===== src/array_geom_pkg.sv =====
package array_geom_pkg;

  // transducer grid. Positions are derived from the index, row by row.
  localparam int NumTrans   = 8;
  localparam int TransWidth = $clog2(NumTrans);
  localparam int GridCols   = 4;  // transducers per row.
  localparam int Pitch      = 10;  // grid spacing in distance units.

  // focus coordinates are signed, transducers sit in the z = 0 plane.
  localparam int CoordWidth = 10;

  // focus store layout, one entry per slot of a sequence point.
  localparam int NumFociMax = 4;
  localparam int NumPoints  = 16;
  localparam int PointWidth = $clog2(NumPoints);
  localparam int SlotWidth  = $clog2(NumFociMax);
  localparam int LevelWidth = 8;  // intensity in slot 0, phase offset elsewhere.

  // the square root of three squared 11-bit differences fits in 11 bits.
  localparam int DistWidth = 11;

endpackage


===== src/focus_store.sv =====
`timescale 1ns/10ps
module focus_store (
  input  logic                                         CLK,
  input  logic                                         wr_en,
  input  logic        [array_geom_pkg::PointWidth-1:0] wr_point,
  input  logic        [ array_geom_pkg::SlotWidth-1:0] wr_slot,
  input  logic signed [array_geom_pkg::CoordWidth-1:0] wr_x,
  input  logic signed [array_geom_pkg::CoordWidth-1:0] wr_y,
  input  logic signed [array_geom_pkg::CoordWidth-1:0] wr_z,
  input  logic        [array_geom_pkg::LevelWidth-1:0] wr_level,
  input  logic        [array_geom_pkg::PointWidth-1:0] rd_point,
  input  logic        [ array_geom_pkg::SlotWidth-1:0] rd_slot,
  output logic signed [array_geom_pkg::CoordWidth-1:0] rd_x,
  output logic signed [array_geom_pkg::CoordWidth-1:0] rd_y,
  output logic signed [array_geom_pkg::CoordWidth-1:0] rd_z,
  output logic        [array_geom_pkg::LevelWidth-1:0] rd_level
);
  import array_geom_pkg::*;

  localparam int Depth      = NumPoints * NumFociMax;
  localparam int EntryWidth = 3 * CoordWidth + LevelWidth;

  logic [EntryWidth-1:0] mem [Depth];
  logic [EntryWidth-1:0] rd_q;

  always_ff @(posedge CLK) begin
    if (wr_en) begin
      mem[{wr_point, wr_slot}] <= {wr_x, wr_y, wr_z, wr_level};  // slot is the low address part.
    end
    rd_q <= mem[{rd_point, rd_slot}];  // a read during a write returns the old entry.
  end

  assign {rd_x, rd_y, rd_z, rd_level} = rd_q;

endmodule


===== config.mk =====
export PLATFORM = sky130hd
export DESIGN_NAME = focus_store
export DESIGN_NICKNAME = d
export VERILOG_FILES = /design/src/array_geom_pkg.sv /design/src/focus_store.sv
export SDC_FILE = /design/constraint.sdc
export NUM_CORES = 2
export LEC_CHECK = 0
export ABC_AREA = 1
export ABC_CLOCK_PERIOD_IN_PS = 11100
export BUFFER_PORTS_ARGS = -buffer_cell sky130_fd_sc_hd__clkbuf_2
export CAP_MARGIN = 40
export CORE_ASPECT_RATIO = 0.9
export CORE_MARGIN = 2
export CORE_UTILIZATION = 32
export CTS_CLUSTER_DIAMETER = 80
export DETAILED_ROUTE_END_ITERATION = 16
export PLACE_DENSITY = 0.57
export SYNTH_ARGS = -nofsm -noshare
export SYNTH_HDL_FRONTEND = slang
export SYNTH_SLANG_ARGS = --single-unit

===== constraint.sdc =====
create_clock -name CLK -period 11.1 [get_ports CLK]
set_input_delay 1.11 -clock CLK [delete_from_list [all_inputs] [get_ports CLK]]
set_output_delay 1.11 -clock CLK [all_outputs]
set_load 0.005 [all_outputs]

==> run summary <==
outcome -> completed
# rows -> 192
clk_lat worst skew -> 0.93 ns
period utilisation layout -> 0.4082
critical path endpoint category -> register
Clock transition at path regs -> 0.06 ns
relative slew slack -> 0.1804
max-slew violations -> 0
layout cell share with drive strength beyond 1 -> 0.08874
Critical Path RT -> 11.97 ns
HPWL after DPL -> 160.5 mm
Worst-Margin Slew -> 1.229 ns
register area share after synthesis -> 0.7538
DR vias/cell -> 5.272
die area -> 0.3103 sq mm
top cell type's share of synthesized area -> 0.7461
CP Launch Type -> input pin
die height -> 528.7 um
Iteration-0 DRC Markers -> 7998
peak supply drop -> 0.0001684 V
clk buf depth -> 4
#FFs+latches synth -> 2470
Crit path largest cell delay -> 0.60 ns
Buf/Inv on CP -> 5
H-tree depth -> 5
WL/cell -> 24.69 um
TritonCTS clock tree -> yes
Syn Area/Cell -> 12.19 sq um
Total GRT Usage -> 0.1906
vias -> 65140
RSZ-0062 raised after global routing -> false
Pwr Density -> 178.4 mW/mm^2
Hold Buf Count CTS -> 0
ranking of synthesized cells by area -> edfxtp_1, nand3_1, nand2_1, buf_2, clkbuf_1
cts repair resizes -> 0
number of global-route vias before repair -> 60910
initial antenna violation count -> 20
Final #Nets -> 8139
Synth Cell Area -> 0.09789 sq mm
Power Total -> 20.11 mW
CP max-delay cell -> buf_4
min Tclk post-route -> 4.531 ns
max-cap violation count -> 0
CTS Buf Count -> 280
first-pass GRT wire length -> 437.4 mm
post-CTS setup buffer count -> 0
Yosys cell types -> 13
Starting Density -> 0.3219
Fmax -> 220.7 MHz
Ports -> 90
Leakage -> 39.05 nW
setup TNS -> 0 ns
Port Buf Inserts -> 89
RePlAce Congestion -> 0.8070
chip width -> 587.0 um
Synth Warn # -> 0
# setup viols final -> 0
HP Class -> input pin to register
Syn Inst Count -> 8027
largest net degree at the start of global routing -> 214
post-route ant nets -> 0
grt ovf -> 0
WS Path Type -> input pin to register
post-synth top area cell -> edfxtp_1
Setup Skew -> 0.06217 ns
CP delay by family, top -> buffers and inverters
Syn Nets -> 8079
Residual DRC -> 0
1st-pass router iterations -> 8
final count of hold timing violations -> 0
WL final -> 305.0 mm
core footprint -> 0.3041 sq mm
crit-path cells -> buf_8 -> buf_12 -> buf_12 -> buf_4 -> buf_16 -> nand2_1 -> nand3_1 -> nand3_1 -> nand3_1 -> nand3_1 -> nand2_1 -> nand2_1 -> nand2_1
layout overhead on the synthesized area -> 15.16%
CP max FO -> 190
Crit path arrival time -> 5.40 ns
Filler cells -> 28800
# clock sinks -> 2470
CTS Root Cell -> clkbuf_16
per-layer routing:
metal	wire length, um	track usage
met1	124900	0.2622
met2	143100	0.3094
met3	26710	0.02672
met5	68	0
met4	10280	0.06396
power breakdown:
group	total (mW)	leakage [nW]	internal (mW)	switching [mW]
clock network	8.59	4.07	4.99	3.59
registers	10.4	22.2	10.3	0.0366
logic	1.16	12.8	0.287	0.876
total	20.1	39.0	15.6	4.51
state kept, by name, summed over array words and instances (netlist names):
register,count
mem,2432
rd_q,38
placed cells by master (no fill, tap or decap), types with 4 or more instances in the layout:
| cell type | instances |
|---|---|
| buf_4 | 146 |
| diode_2 | 10 |
| inv_8 | 5 |
| nand3_1 | 2257 |
| clkinv_1 | 61 |
| nand4_1 | 9 |
| nand2_1 | 2682 |
| clkinv_2 | 35 |
| clkbuf_8 | 4 |
| bufinv_16 | 13 |
| clkbuf_1 | 52 |
| clkbuf_16 | 285 |
| inv_6 | 6 |
| edfxtp_1 | 2432 |
| buf_12 | 36 |
| nor4_2 | 8 |
| buf_6 | 9 |
| buf_16 | 31 |
| inv_1 | 6 |
| clkinvlp_4 | 6 |
| dfxtp_1 | 38 |
| clkbuf_2 | 84 |
| nor2_4 | 56 |
through the flow:
| step | util | worst slack (ns) | hold WS (ns) | instances | cell area (sq um) |
|---|---|---|---|---|---|
| 6_report | 0.3706 | 6.569 | 0.6740 | 12360 | 112700 |
| 5_1_grt | 0.3706 | 6.522 | 0.6573 | 12350 | 112700 |
| 4_1_cts | 0.3705 | 6.840 | 0.6134 | 12340 | 112700 |
| 3_5_place_dp | 0.3432 | 5.861 | 0.7838 | 11880 | 104400 |
| 3_3_place_gp | 0.3384 | 5.694 | 0.7712 | 11810 | 102900 |
| 2_1_floorplan | - | 5.269 | 0.7214 | 8027 | 97890 |
worst reg2reg max path: cells and delay by family, from the launching register on:
kind | cells | cell delay, ns
flops | 1 | 0.36
simple gates | 8 | 1.14
final cells by class:
cell class | instances | area, sq um | area share
sequential | 2470 | 73790 | 0.6546
multi-input combinational | 5012 | 22150 | 0.1965
clock buffer | 340 | 7368 | 0.06536
tap | 4074 | 5097 | 0.04522
timing repair buffer | 311 | 3256 | 0.02888
clock inverter | 126 | 955.9 | 0.008480
inverter | 12 | 82.58 | 0.0007326
antenna | 10 | 25.02 | 0.0002220
synthesized netlist by cell type (all sizes together):
cell,count
buf,329
inv,12
nand3,2257
dfxtp,38
nand2,2682
clkbuf,204
edfxtp,2432
nand4,9
nor4,8
nor2,56
kinds of logic (layout without fill, tap and decap cells):
group | count (synthesis) | count (layout) | synth area share
simple gates | 5012 | 5012 | 0.2215
flops | 2470 | 2470 | 0.7538
buf+inv | 545 | 789 | 0.02468
other cells | 0 | 10 | 0
worst paths after layout:
path                                         endpoint  slack (ns)             startpoint  cells after the start
worst max-delay path                 rd_q[24]$_DFF_P_        6.57             rd_slot[0]                     13
worst min-delay path            mem[17][33]$_DFFE_PP_        0.67                wr_x[5]                      1
worst max register to register       rd_q[18]$_DFF_P_        9.43  mem[15][18]$_DFFE_PP_                      8
worst min register to register       rd_q[32]$_DFF_P_        0.80   mem[4][32]$_DFFE_PP_                      8
Power figures use the tool's default switching activity.
